## src/hw/pixelPkg.sv

```systemverilog
// pixel pipeline package with screen, sprite and memory constants, shared types and enums
package pixelPkg;

	// ----------------------------------------
	// screen and background memory
	// ----------------------------------------
	localparam int ScreenW = 640;
	localparam int ScreenH = 480;
	localparam int CoordW = $clog2((ScreenW > ScreenH) ? ScreenW : ScreenH);

	// one memory word holds two half-res pixels, i.e. four screen pixels across
	localparam int BgRowWords = ScreenW / 4;
	// wide enough for the last word of the last half-res row
	localparam int BgAddrW = $clog2((ScreenH / 2) * BgRowWords);

	// ----------------------------------------
	// sprites
	// ----------------------------------------
	localparam int TankW = 32;
	localparam int TankH = 16;
	localparam int BulletSize = 8;

	// ----------------------------------------
	// types
	// ----------------------------------------
	typedef logic [CoordW-1:0] coord_t;
	typedef logic [3:0] colorIdx_t;
	typedef logic [1:0] tankKind_t;
	typedef logic [23:0] rgb_t;

	// palette slot treated as see-through by every layer
	localparam colorIdx_t KeyIdx = 4'd0;

	// value 3 is not named and falls through to the over screen
	typedef enum logic [1:0] {
		stateSelect = 2'd0,
		stateFight = 2'd1,
		stateOver = 2'd2
	} gameState_e;

	typedef enum logic {
		facingRight = 1'b0,
		facingLeft = 1'b1
	} facing_e;

endpackage

```

## src/hw/layerBus.sv

```systemverilog
// layer bus carrying the five registered colour-index layers into the mixer
`timescale 1ns/10ps

interface layerBus;
	import pixelPkg::*;

	// zero in any member means nothing drawn in that layer
	colorIdx_t bgIdx;
	colorIdx_t tankAIdx;
	colorIdx_t tankBIdx;
	colorIdx_t bulletAIdx;
	colorIdx_t bulletBIdx;

	modport mixer (
		input bgIdx, tankAIdx, tankBIdx, bulletAIdx, bulletBIdx
	);

	modport producers (
		output bgIdx, tankAIdx, tankBIdx, bulletAIdx, bulletBIdx
	);

endinterface

```

## src/hw/bgFetch.sv

```systemverilog
// background fetch, word address into the packed nibble memory and registered colour index
`timescale 1ns/10ps

module bgFetch (
	input logic VGA_Clk,
	input logic Reset,
	input pixelPkg::coord_t drawX,
	input pixelPkg::coord_t drawY,
	input logic [7:0] bgData,
	output logic [pixelPkg::BgAddrW-1:0] bgAddr,
	output pixelPkg::colorIdx_t bgIdx
);
	import pixelPkg::*;

	logic [BgAddrW-1:0] rowBase;
	colorIdx_t nibble;

	// half-res rows, so every screen row pair shares one memory row
	assign rowBase = BgAddrW'(drawY[CoordW-1:1] * BgRowWords);
	assign bgAddr = rowBase + BgAddrW'(drawX[CoordW-1:2]);

	// left half-res pixel sits in the upper nibble
	assign nibble = drawX[1] ? bgData[3:0] : bgData[7:4];

	always_ff @(posedge VGA_Clk or posedge Reset) begin
		if (Reset) begin
			bgIdx <= KeyIdx;
		end else begin
			bgIdx <= nibble;
		end
	end

endmodule

```

## src/hw/bulletSprite.sv

```systemverilog
// bullet sprite, box hit test and procedural rounded square
`timescale 1ns/10ps

module bulletSprite (
	input logic VGA_Clk,
	input logic Reset,
	input pixelPkg::coord_t drawX,
	input pixelPkg::coord_t drawY,
	input pixelPkg::coord_t bulletX,
	input pixelPkg::coord_t bulletY,
	input pixelPkg::tankKind_t tankKind,
	output pixelPkg::colorIdx_t bulletIdx
);
	import pixelPkg::*;

	logic [CoordW:0] dx;
	logic [CoordW:0] dy;
	logic inBox;
	logic [2:0] bx;
	logic [2:0] by;
	logic corner;
	colorIdx_t shapeIdx;

	assign dx = {1'b0, drawX} - {1'b0, bulletX};
	assign dy = {1'b0, drawY} - {1'b0, bulletY};
	assign inBox = !dx[CoordW] && !dy[CoordW] && (dx < BulletSize) && (dy < BulletSize);

	assign bx = dx[2:0];
	assign by = dy[2:0];

	// knock out the four corners to round it off
	assign corner = (bx == 3'd0 || bx == 3'(BulletSize - 1))
		&& (by == 3'd0 || by == 3'(BulletSize - 1));

	// shell colour follows the tank model that fired it
	always_comb begin
		shapeIdx = KeyIdx;
		if (inBox && !corner) begin
			shapeIdx = 4'd9 + colorIdx_t'(tankKind);
		end
	end

	always_ff @(posedge VGA_Clk or posedge Reset) begin
		if (Reset) begin
			bulletIdx <= KeyIdx;
		end else begin
			bulletIdx <= shapeIdx;
		end
	end

endmodule

```

## src/hw/colorMapper.sv

```systemverilog
// colour mapper top, background and sprite layers feeding the mixer
`timescale 1ns/10ps

module colorMapper (
	input logic VGA_Clk,
	input logic Reset,
	input pixelPkg::coord_t DrawX,
	input pixelPkg::coord_t DrawY,
	input logic blank,
	input pixelPkg::gameState_e gameState,
	input pixelPkg::coord_t TankX_A,
	input pixelPkg::coord_t TankY_A,
	input pixelPkg::coord_t TankX_B,
	input pixelPkg::coord_t TankY_B,
	input pixelPkg::coord_t BulletX_A,
	input pixelPkg::coord_t BulletY_A,
	input pixelPkg::coord_t BulletX_B,
	input pixelPkg::coord_t BulletY_B,
	input pixelPkg::facing_e facingA,
	input pixelPkg::facing_e facingB,
	input pixelPkg::tankKind_t tankKindA,
	input pixelPkg::tankKind_t tankKindB,
	input logic [7:0] bgData,
	output logic [pixelPkg::BgAddrW-1:0] bgAddr,
	output logic [7:0] Red,
	output logic [7:0] Green,
	output logic [7:0] Blue
);

	layerBus layers ();

	// ----------------------------------------
	// layer producers
	// ----------------------------------------
	bgFetch bgStage (
		.VGA_Clk(VGA_Clk),
		.Reset(Reset),
		.drawX(DrawX),
		.drawY(DrawY),
		.bgData(bgData),
		.bgAddr(bgAddr),
		.bgIdx(layers.bgIdx)
	);

	tankSprite tankA (
		.VGA_Clk(VGA_Clk),
		.Reset(Reset),
		.drawX(DrawX),
		.drawY(DrawY),
		.tankX(TankX_A),
		.tankY(TankY_A),
		.facing(facingA),
		.tankKind(tankKindA),
		.tankIdx(layers.tankAIdx)
	);

	tankSprite tankB (
		.VGA_Clk(VGA_Clk),
		.Reset(Reset),
		.drawX(DrawX),
		.drawY(DrawY),
		.tankX(TankX_B),
		.tankY(TankY_B),
		.facing(facingB),
		.tankKind(tankKindB),
		.tankIdx(layers.tankBIdx)
	);

	// each bullet takes its shell colour from its own tank
	bulletSprite bulletA (
		.VGA_Clk(VGA_Clk),
		.Reset(Reset),
		.drawX(DrawX),
		.drawY(DrawY),
		.bulletX(BulletX_A),
		.bulletY(BulletY_A),
		.tankKind(tankKindA),
		.bulletIdx(layers.bulletAIdx)
	);

	bulletSprite bulletB (
		.VGA_Clk(VGA_Clk),
		.Reset(Reset),
		.drawX(DrawX),
		.drawY(DrawY),
		.bulletX(BulletX_B),
		.bulletY(BulletY_B),
		.tankKind(tankKindB),
		.bulletIdx(layers.bulletBIdx)
	);

	// ----------------------------------------
	// mixer
	// ----------------------------------------
	layerMixer mixer (
		.VGA_Clk(VGA_Clk),
		.Reset(Reset),
		.gameState(gameState),
		.blank(blank),
		.drawX(DrawX),
		.layers(layers.mixer),
		.Red(Red),
		.Green(Green),
		.Blue(Blue)
	);

endmodule

```

## src/hw/layerMixer.sv

```systemverilog
// layer mixer, per-state layer priority, blanking, palette lookup and registered RGB
`timescale 1ns/10ps

module layerMixer (
	input logic VGA_Clk,
	input logic Reset,
	input pixelPkg::gameState_e gameState,
	input logic blank,
	input pixelPkg::coord_t drawX,
	layerBus.mixer layers,
	output logic [7:0] Red,
	output logic [7:0] Green,
	output logic [7:0] Blue
);
	import pixelPkg::*;

	gameState_e stateQ;
	logic blankQ;
	logic [6:0] rampQ;
	colorIdx_t winIdx;
	rgb_t winRgb;

	// ----------------------------------------
	// stage 1, line up with the layer registers
	// ----------------------------------------
	always_ff @(posedge VGA_Clk or posedge Reset) begin
		if (Reset) begin
			stateQ <= stateSelect;
			blankQ <= 1'b0;
			rampQ <= '0;
		end else begin
			stateQ <= gameState;
			blankQ <= blank;
			rampQ <= drawX[CoordW-1:3];
		end
	end

	// ----------------------------------------
	// priority, top layer first
	// ----------------------------------------
	always_comb begin
		winIdx = layers.bgIdx;
		if (stateQ == stateFight && layers.bulletBIdx != KeyIdx) begin
			winIdx = layers.bulletBIdx;
		end else if (stateQ == stateFight && layers.bulletAIdx != KeyIdx) begin
			winIdx = layers.bulletAIdx;
		end else if (layers.tankBIdx != KeyIdx) begin
			winIdx = layers.tankBIdx;
		end else if (layers.tankAIdx != KeyIdx) begin
			winIdx = layers.tankAIdx;
		end
	end

	palette colorLut (
		.colorIdx(winIdx),
		.rgbVal(winRgb)
	);

	// ----------------------------------------
	// stage 2, output register
	// ----------------------------------------
	always_ff @(posedge VGA_Clk or posedge Reset) begin
		if (Reset) begin
			Red <= 8'h00;
			Green <= 8'h00;
			Blue <= 8'h00;
		end else begin
			case (stateQ)
				stateSelect, stateFight: begin
					if (!blankQ) begin
						Red <= 8'h00;
						Green <= 8'h00;
						Blue <= 8'h00;
					end else begin
						Red <= winRgb[23:16];
						Green <= winRgb[15:8];
						Blue <= winRgb[7:0];
					end
				end
				default: begin
					// game over ramp fades green across the screen, blank ignored
					Red <= 8'h00;
					Green <= 8'hFF - {1'b0, rampQ};
					Blue <= 8'hFF;
				end
			endcase
		end
	end

endmodule

```

## src/hw/palette.sv

```systemverilog
// palette, 16-entry colour index to 24-bit RGB table
`timescale 1ns/10ps

module palette (
	input pixelPkg::colorIdx_t colorIdx,
	output pixelPkg::rgb_t rgbVal
);

	always_comb begin
		case (colorIdx)
			// slot 0 is the key grey, normally never shown
			4'd0: rgbVal = 24'hB0B0B0;
			4'd1: rgbVal = 24'h2E8B57;
			4'd2: rgbVal = 24'h4169E1;
			4'd3: rgbVal = 24'hB22222;
			4'd4: rgbVal = 24'h8B4513;
			// sky and sand
			4'd5: rgbVal = 24'h87CEEB;
			4'd6: rgbVal = 24'hF5DEB3;
			// tracks and barrel
			4'd7: rgbVal = 24'h1A1A1A;
			4'd8: rgbVal = 24'h303030;
			// bullet shells
			4'd9: rgbVal = 24'hFFD700;
			4'd10: rgbVal = 24'hFF8C00;
			4'd11: rgbVal = 24'hFF00FF;
			4'd12: rgbVal = 24'h00FFFF;
			4'd13: rgbVal = 24'h228B22;
			4'd14: rgbVal = 24'h696969;
			default: rgbVal = 24'hFFFFFF;
		endcase
	end

endmodule

```

## src/hw/tankSprite.sv

```systemverilog
// tank sprite, box hit test and procedural hull shape with facing mirror
`timescale 1ns/10ps

module tankSprite (
	input logic VGA_Clk,
	input logic Reset,
	input pixelPkg::coord_t drawX,
	input pixelPkg::coord_t drawY,
	input pixelPkg::coord_t tankX,
	input pixelPkg::coord_t tankY,
	input pixelPkg::facing_e facing,
	input pixelPkg::tankKind_t tankKind,
	output pixelPkg::colorIdx_t tankIdx
);
	import pixelPkg::*;

	// one extra bit so a pixel left of or above the box shows up as negative
	logic [CoordW:0] dx;
	logic [CoordW:0] dy;
	logic inBox;
	logic [4:0] col;
	logic [3:0] row;
	colorIdx_t bodyIdx;
	colorIdx_t shapeIdx;

	assign dx = {1'b0, drawX} - {1'b0, tankX};
	assign dy = {1'b0, drawY} - {1'b0, tankY};
	assign inBox = !dx[CoordW] && !dy[CoordW] && (dx < TankW) && (dy < TankH);

	// barrel points right by default
	assign col = (facing == facingLeft) ? 5'(TankW - 1) - dx[4:0] : dx[4:0];
	assign row = dy[3:0];
	assign bodyIdx = colorIdx_t'(tankKind) + 4'd1;

	// ----------------------------------------
	// hull shape
	// ----------------------------------------
	always_comb begin
		shapeIdx = KeyIdx;
		if (inBox) begin
			if (row <= 4'd5 && col >= 5'd12 && col <= 5'd19) begin
				// turret
				shapeIdx = bodyIdx;
			end else if (row >= 4'd2 && row <= 4'd3 && col >= 5'd20) begin
				// barrel
				shapeIdx = 4'd8;
			end else if (row >= 4'd6 && row <= 4'd11) begin
				shapeIdx = bodyIdx;
			end else if (row >= 4'd12) begin
				// tracks
				shapeIdx = 4'd7;
			end
		end
	end

	always_ff @(posedge VGA_Clk or posedge Reset) begin
		if (Reset) begin
			tankIdx <= KeyIdx;
		end else begin
			tankIdx <= shapeIdx;
		end
	end

endmodule

```

## config.mk

```make
export PLATFORM = sky130hd
export DESIGN_NAME = colorMapper
export DESIGN_NICKNAME = d
export VERILOG_FILES = /design/src/hw/pixelPkg.sv /design/src/hw/layerBus.sv /design/src/hw/bgFetch.sv /design/src/hw/bulletSprite.sv /design/src/hw/colorMapper.sv /design/src/hw/layerMixer.sv /design/src/hw/palette.sv /design/src/hw/tankSprite.sv
export SDC_FILE = /design/constraint.sdc
export NUM_CORES = 1
export LEC_CHECK = 0
export BUFFER_PORTS_ARGS = -buffer_cell sky130_fd_sc_hd__buf_2
export CORE_ASPECT_RATIO = 0.5
export CORE_UTILIZATION = 30
export DETAILED_ROUTE_END_ITERATION = 6
export PLACE_DENSITY = 0.49
export SLEW_MARGIN = 5
export SYNTH_ARGS = -nofsm -noshare
export SYNTH_HDL_FRONTEND = slang
export SYNTH_SLANG_ARGS = --single-unit
export TNS_END_PERCENT = 10
```

## constraint.sdc

```tcl
create_clock -name VGA_Clk -period 2.8 [get_ports VGA_Clk]
set_input_delay 0.42 -clock VGA_Clk [delete_from_list [all_inputs] [get_ports VGA_Clk]]
set_output_delay 0.42 -clock VGA_Clk [all_outputs]
set_load 0.01 [all_outputs]
```

**After elaboration in Yosys (flattened, before gate mapping)**

Memories as Yosys holds them, arrays and structs flattened.
Index checks and enable logic that the tools add are counted.
W data, S select, Z words.

- Multipliers: 1
- Reduce and logical (&&, ||, !) cells: 52
- Equal/unequal tests: 5
- $lt $le $gt $ge: 26
- $add $sub $neg: 16
- Mux-type cells: 25

Operators by type and width:

| operator | count |
|---|---|
| $sub A10 B10 Y11 | 8 |
| $mux W4 | 15 |
| $mux W8 | 6 |
| $lt A11 B4 Y1 const B | 4 |
| $logic_and A1 B1 Y1 | 28 |
| $lt A11 B5 Y1 const B | 2 |
| $lt A11 B6 Y1 const B | 2 |
| $add A16 B8 Y16 | 1 |
| $reduce_bool A4 Y1 | 4 |
| $eq A3 B3 Y1 const B | 4 |
| $logic_not A3 Y1 | 4 |
| $mul A9 B3 Y11 const B | 1 |
| $ge A5 B4 Y1 const B | 2 |
| $ge A5 B5 Y1 const B | 2 |
| $le A5 B5 Y1 const B | 2 |
| $logic_not A1 Y1 | 10 |
| $mux W5 | 2 |
| $sub A5 B5 Y5 const A | 2 |
| $add A4 B2 Y4 const A | 2 |
| $ge A4 B2 Y1 const B | 2 |
| $ge A4 B3 Y1 const B | 2 |
| $ge A4 B4 Y1 const B | 2 |
| $le A4 B2 Y1 const B | 2 |
| $le A4 B3 Y1 const B | 2 |
| other kinds (8) | 14 |

- Register bits after elaboration: 54
- Bits in read-only memories: 384
- Logic and storage cells: 137
- Memories kept: 1

Memory list:

| name | depth | bits a word | read ports | clocked after memory_dff | wr ports | RTL line | RTL |
|---|---|---|---|---|---|---|---|
| (no name shown) | 16 | 24 | 1 | 0 | 0 | palette.sv:10 | `case (colorIdx)` |

**Depth between registers and ports, before layout**

- Depth after elaboration: 8
- Gate-level depth with buffers: 11

**Modules after synthesis**

Synthesis repeated with hierarchy kept, for this count alone.

- Cell total of the unflattened synthesis: 1003
- Area total of the unflattened synthesis: 7888.8 sq um

Modules (own cells, without submodules):

| module | cells an instance | area an instance (sq um) | times used |
|---|---|---|---|
| tankSprite | 183 | 1380.1 | 2 |
| bulletSprite | 167 | 1178.6 | 2 |
| layerMixer | 118 | 1312.5 | 1 |
| bgFetch | 81 | 775.7 | 1 |
| palette | 104 | 683.2 | 1 |

**Worst setup path before layout**

Ideal clock, no wire load.

- Path kind: input port to output port
- Start: input DrawY[2]
- End: output bgAddr[15] (netlist bit)
- Data arrival time: 2.401 ns
- Path slack: -0.021 ns
- Cell stages on the path: 10
- Path buffers: 0
- Required time: 2.380 ns
- Path through: ha_1 > ha_1 > inv_1 > fa_1 > o21ai_0 > o21ai_0 > xnor2_1 > nand3_1 > nor3b_1 > xnor2_1

- Word-level cells in the longest chain between the ends: 2

Ends and longest elaborated chain:

| element | RTL line | RTL |
|---|---|---|
| from (decl) | colorMapper.sv:8 | `input pixelPkg::coord_t DrawY,` |
| $mul A9 B3 Y11 | bgFetch.sv:19 | `assign rowBase = BgAddrW'(drawY[CoordW-1:1] * BgRowWords);` |
| $add A16 B8 Y16 | bgFetch.sv:20 | `assign bgAddr = rowBase + BgAddrW'(drawX[CoordW-1:2]);` |
| to (decl) | colorMapper.sv:24 | `output logic [pixelPkg::BgAddrW-1:0] bgAddr,` |

No other way between the ends.

**Worst setup path in the final report**

- Start: input DrawY[4]
- End: output bgAddr[15] (netlist bit)

The elaborated chain is that of the path after synthesis.

==> key figures <==
Synth
  – Post-synth EDFFs: 0
  – Syn_area_per_cell: 8.01 um^2
  – Syn Nets: 1144
  – Synthesis-stage register bit count: 54
  – Post-synth top area share: 18.6%
  – Sequential fraction of the synthesis area: 18.6%
  – Top cell type by total area after synthesis: dfrtp_1
  – Number of library cell types mapped by synthesis: 78
  – Synthesized cell area: 7270 um^2
  – Synth top area cells: dfrtp_1 (19%), ha_1 (18%), inv_1 (6.6%), a21oi_1 (4.3%), o21ai_0 (4.1%)
  – Most used DFF post-synth: dfrtp_1
  – Cell count after synthesis: 908
  – Fraction of registers with async set/reset: 100%
  – Synth warn: 0

GRT
  – Number of antenna violations at the first check in global routing: 0
  – Pin count of the biggest net entering global routing: 33
  – Global-route wire length before repair: 37.7 mm
  – Gr ovfl total: 0
  – Vias in the first global route: 7319
  – Gr usage total: 19.0%

Timing
  – # setup viols final: 0
  – Slew @ Worst Pin: 0.687 ns
  – Slew HR: 53.8%
  – Final setup margin: 0.000817 ns
  – Fin. Hold Viols: 0
  – Period utilization: 100%
  – Final Slew Violations: 0
  – RSZ-0062 raised after global routing: true
  – Min Tclk post-route: 2.80 ns
  – Clock Skew: 0.00428 ns
  – Fmax: 0.357 GHz

Floorplan
  – I/O pins: 159
  – Die Width: 222 um
  – Initial Util: 31.2%
  – Die height: 112 um
  – Die area: 24900 um^2
  – Core area: 23300 um^2
  – Core Rows: 39

Placed design
  – Port bufs: 158
  – Placed cell count: 1457
  – Placed Area: 9140 um^2
  – GP Congestion: 0.886
  – Dpl ws: -0.387 ns
  – Dpl hpwl: 20.2 mm

Worst setup path
  – Worst EP arrival: 2.38 ns
  – Crit-path cells: buf_8, ha_4, ha_4, inv_2, fa_2, o21ai_2, o21ai_1, xnor2_1, nand3_1, nor3b_2, xnor2_1, buf_2
  – Crit Path Class: in -> out
  – Top Family by Delay on Critical Path: adder cells
  – Setup crit end kind: primary output
  – Critical Path RT: 2.38 ns
  – Critical-path maximum fanout: 4
  – Crit path launch type: primary input
  – CP bufs+invs: 3
  – Slowest cell on crit path: fa_2
  – Largest stage delay, worst path: 0.35 ns

Cells and area
  – Fraction of layout instances using a drive strength above 1: 29.3%
  – Count of non-filler cells in the finished layout: 1466
  – Antenna Cells: 0
  – Final core occ: 41.1%
  – Final Instance Area: 9560 um^2
  – Layout Nets: 1395
  – Commonest non-fill, non-tap cell in the layout: buf_2
  – Most frequent cells in the layout: buf_2 (154), inv_1 (125), buf_4 (105)
  – Area delta synth->final: 31.4%

Flow run
  – Max Cap Viol: 0

Worst hold path
  – Worst hold path class: in -> async

Detailed routing
  – DRT Pass-1 Iters: 5
  – First DRT Iteration DRCs: 458
  – DRT Wirelength: 23.7 mm
  – Wire length per cell: 16.2 um
  – Vias/cell: 5.14
  – Remaining DRCs: 0
  – Vias: 7534
  – Remaining antenna violation count after routing: 0

Clock tree
  – CTS tree: built
  – Root buffer cell: clkbuf_16
  – CTS H-tree depth: 2
  – Skew-Pair Late Insertion Delay: 0.29 ns
  – Clock Pin Slew Worst Setup and Hold Paths: 0.06 ns
  – Hold buffer count at cts: 0
  – Clk buf depth: 2
  – Sink Count: 54
  – TritonCTS Buffers: 5

Power
  – Leakage: 0.00482 uW
  – IR drop worst, VDD: 0.211 mV
  – Pwr Density: 348 nW/um^2
  – Total power: 3330 uW

Outcome
  – Status: finished, final reports clean
-- stage by stage --
step / TNS [ns] / hold WS, ns
after floorplan: 0 / 0.400
after global placement: -4.24 / 0.418
after detailed placement: -4.98 / 0.427
after CTS: -0.135 / 0.156
after global routing: -0.650 / 0.190
final: 0 / 0.144
-- registers in the layout, indices dropped and copies added, names as in the netlist --
signal / count
bulletA.bulletIdx: 4
bulletB.bulletIdx: 4
mixer.rampQ: 7
bgStage.bgIdx: 4
mixer.Red: 8
mixer.blankQ: 1
mixer.Blue: 8
tankB.tankIdx: 4
mixer.Green: 8
tankA.tankIdx: 4
mixer.stateQ: 2
-- metal layers --
metal / global-route usage, % / up-vias / wire length, um
li1: - / 3783 / -
met4: 4.17 / 0 / 376
met2: 33.5 / 155 / 11300
met3: 1.60 / 24 / 799
met5: 0 / - / 0
met1: 25.2 / 3572 / 11300
-- cell families (layout without fill, tap and decap cells) --
logic type | after synthesis | count (layout) | synth area share [%]
xor+xnor | 45 | 45 | 5.42
mux | 16 | 16 | 2.32
compound gates | 281 | 281 | 26.3
fa+ha+maj | 117 | 117 | 21.2
buf+inv | 149 | 400 | 8.50
flops | 54 | 54 | 18.6
simple gates | 246 | 246 | 17.8
-- cells in the mapped netlist, drive strengths merged, types with 12 or more instances --
| master | n |
|---|---|
| inv | 129 |
| ha | 107 |
| nor2 | 66 |
| o21ai | 66 |
| a21oi | 62 |
| dfrtp | 54 |
| nand2 | 45 |
| xnor2 | 27 |
| nor3 | 23 |
| nor2b | 20 |
| a211oi | 18 |
| nand2b | 18 |
| xor2 | 18 |
| a21o | 16 |
| buf | 16 |
| a31oi | 13 |
| nand3 | 13 |
| o22ai | 12 |
-- cell type report --
cell class              instances  area [um^2]
flip-flops and latches         54         1350
multi-input cells             705         5520
clock buffers                   6          139
inverters                     129          487
repair buffers                264         1650
clock inverters                 1         30.0
well taps                     307          384
fillers                      2393        13700
-- power by group --
part	internal (uW)	leakage [uW]	switching (uW)
logic	843	0.00406	958
registers	821	0.000680	14.6
clock network	441	0.0000829	250
-- final timing paths --
kind                                                start                        endpoint  slack (ns)  depth (start not counted)
hold reg to reg                  mixer.rampQ[1]$_DFF_PP0_        mixer.Green[1]$_DFF_PP0_        0.42                          1
setup reg to reg           bulletA.bulletIdx[1]$_DFF_PP0_         mixer.Blue[7]$_DFF_PP0_        0.17                          9
setup / recovery                                 DrawY[4]                      bgAddr[15]      0.0008                         12
min in group VGA_Clk                         gameState[0]       mixer.stateQ[0]$_DFF_PP0_        0.24                          1
max in group asynchronous                           Reset  bulletB.bulletIdx[3]$_DFF_PP0_        1.90                          3
hold / removal                                      Reset        mixer.Green[5]$_DFF_PP0_        0.14                          2
-- timing repair --
item	4_1_cts	5_1_grt
endpoints found under the hold margin	0	0
pin swaps	15	12
resized for setup	25	27
endpoints found under the setup margin	8	21
setup buffers	2	0
Power figures use the tool's default switching activity.
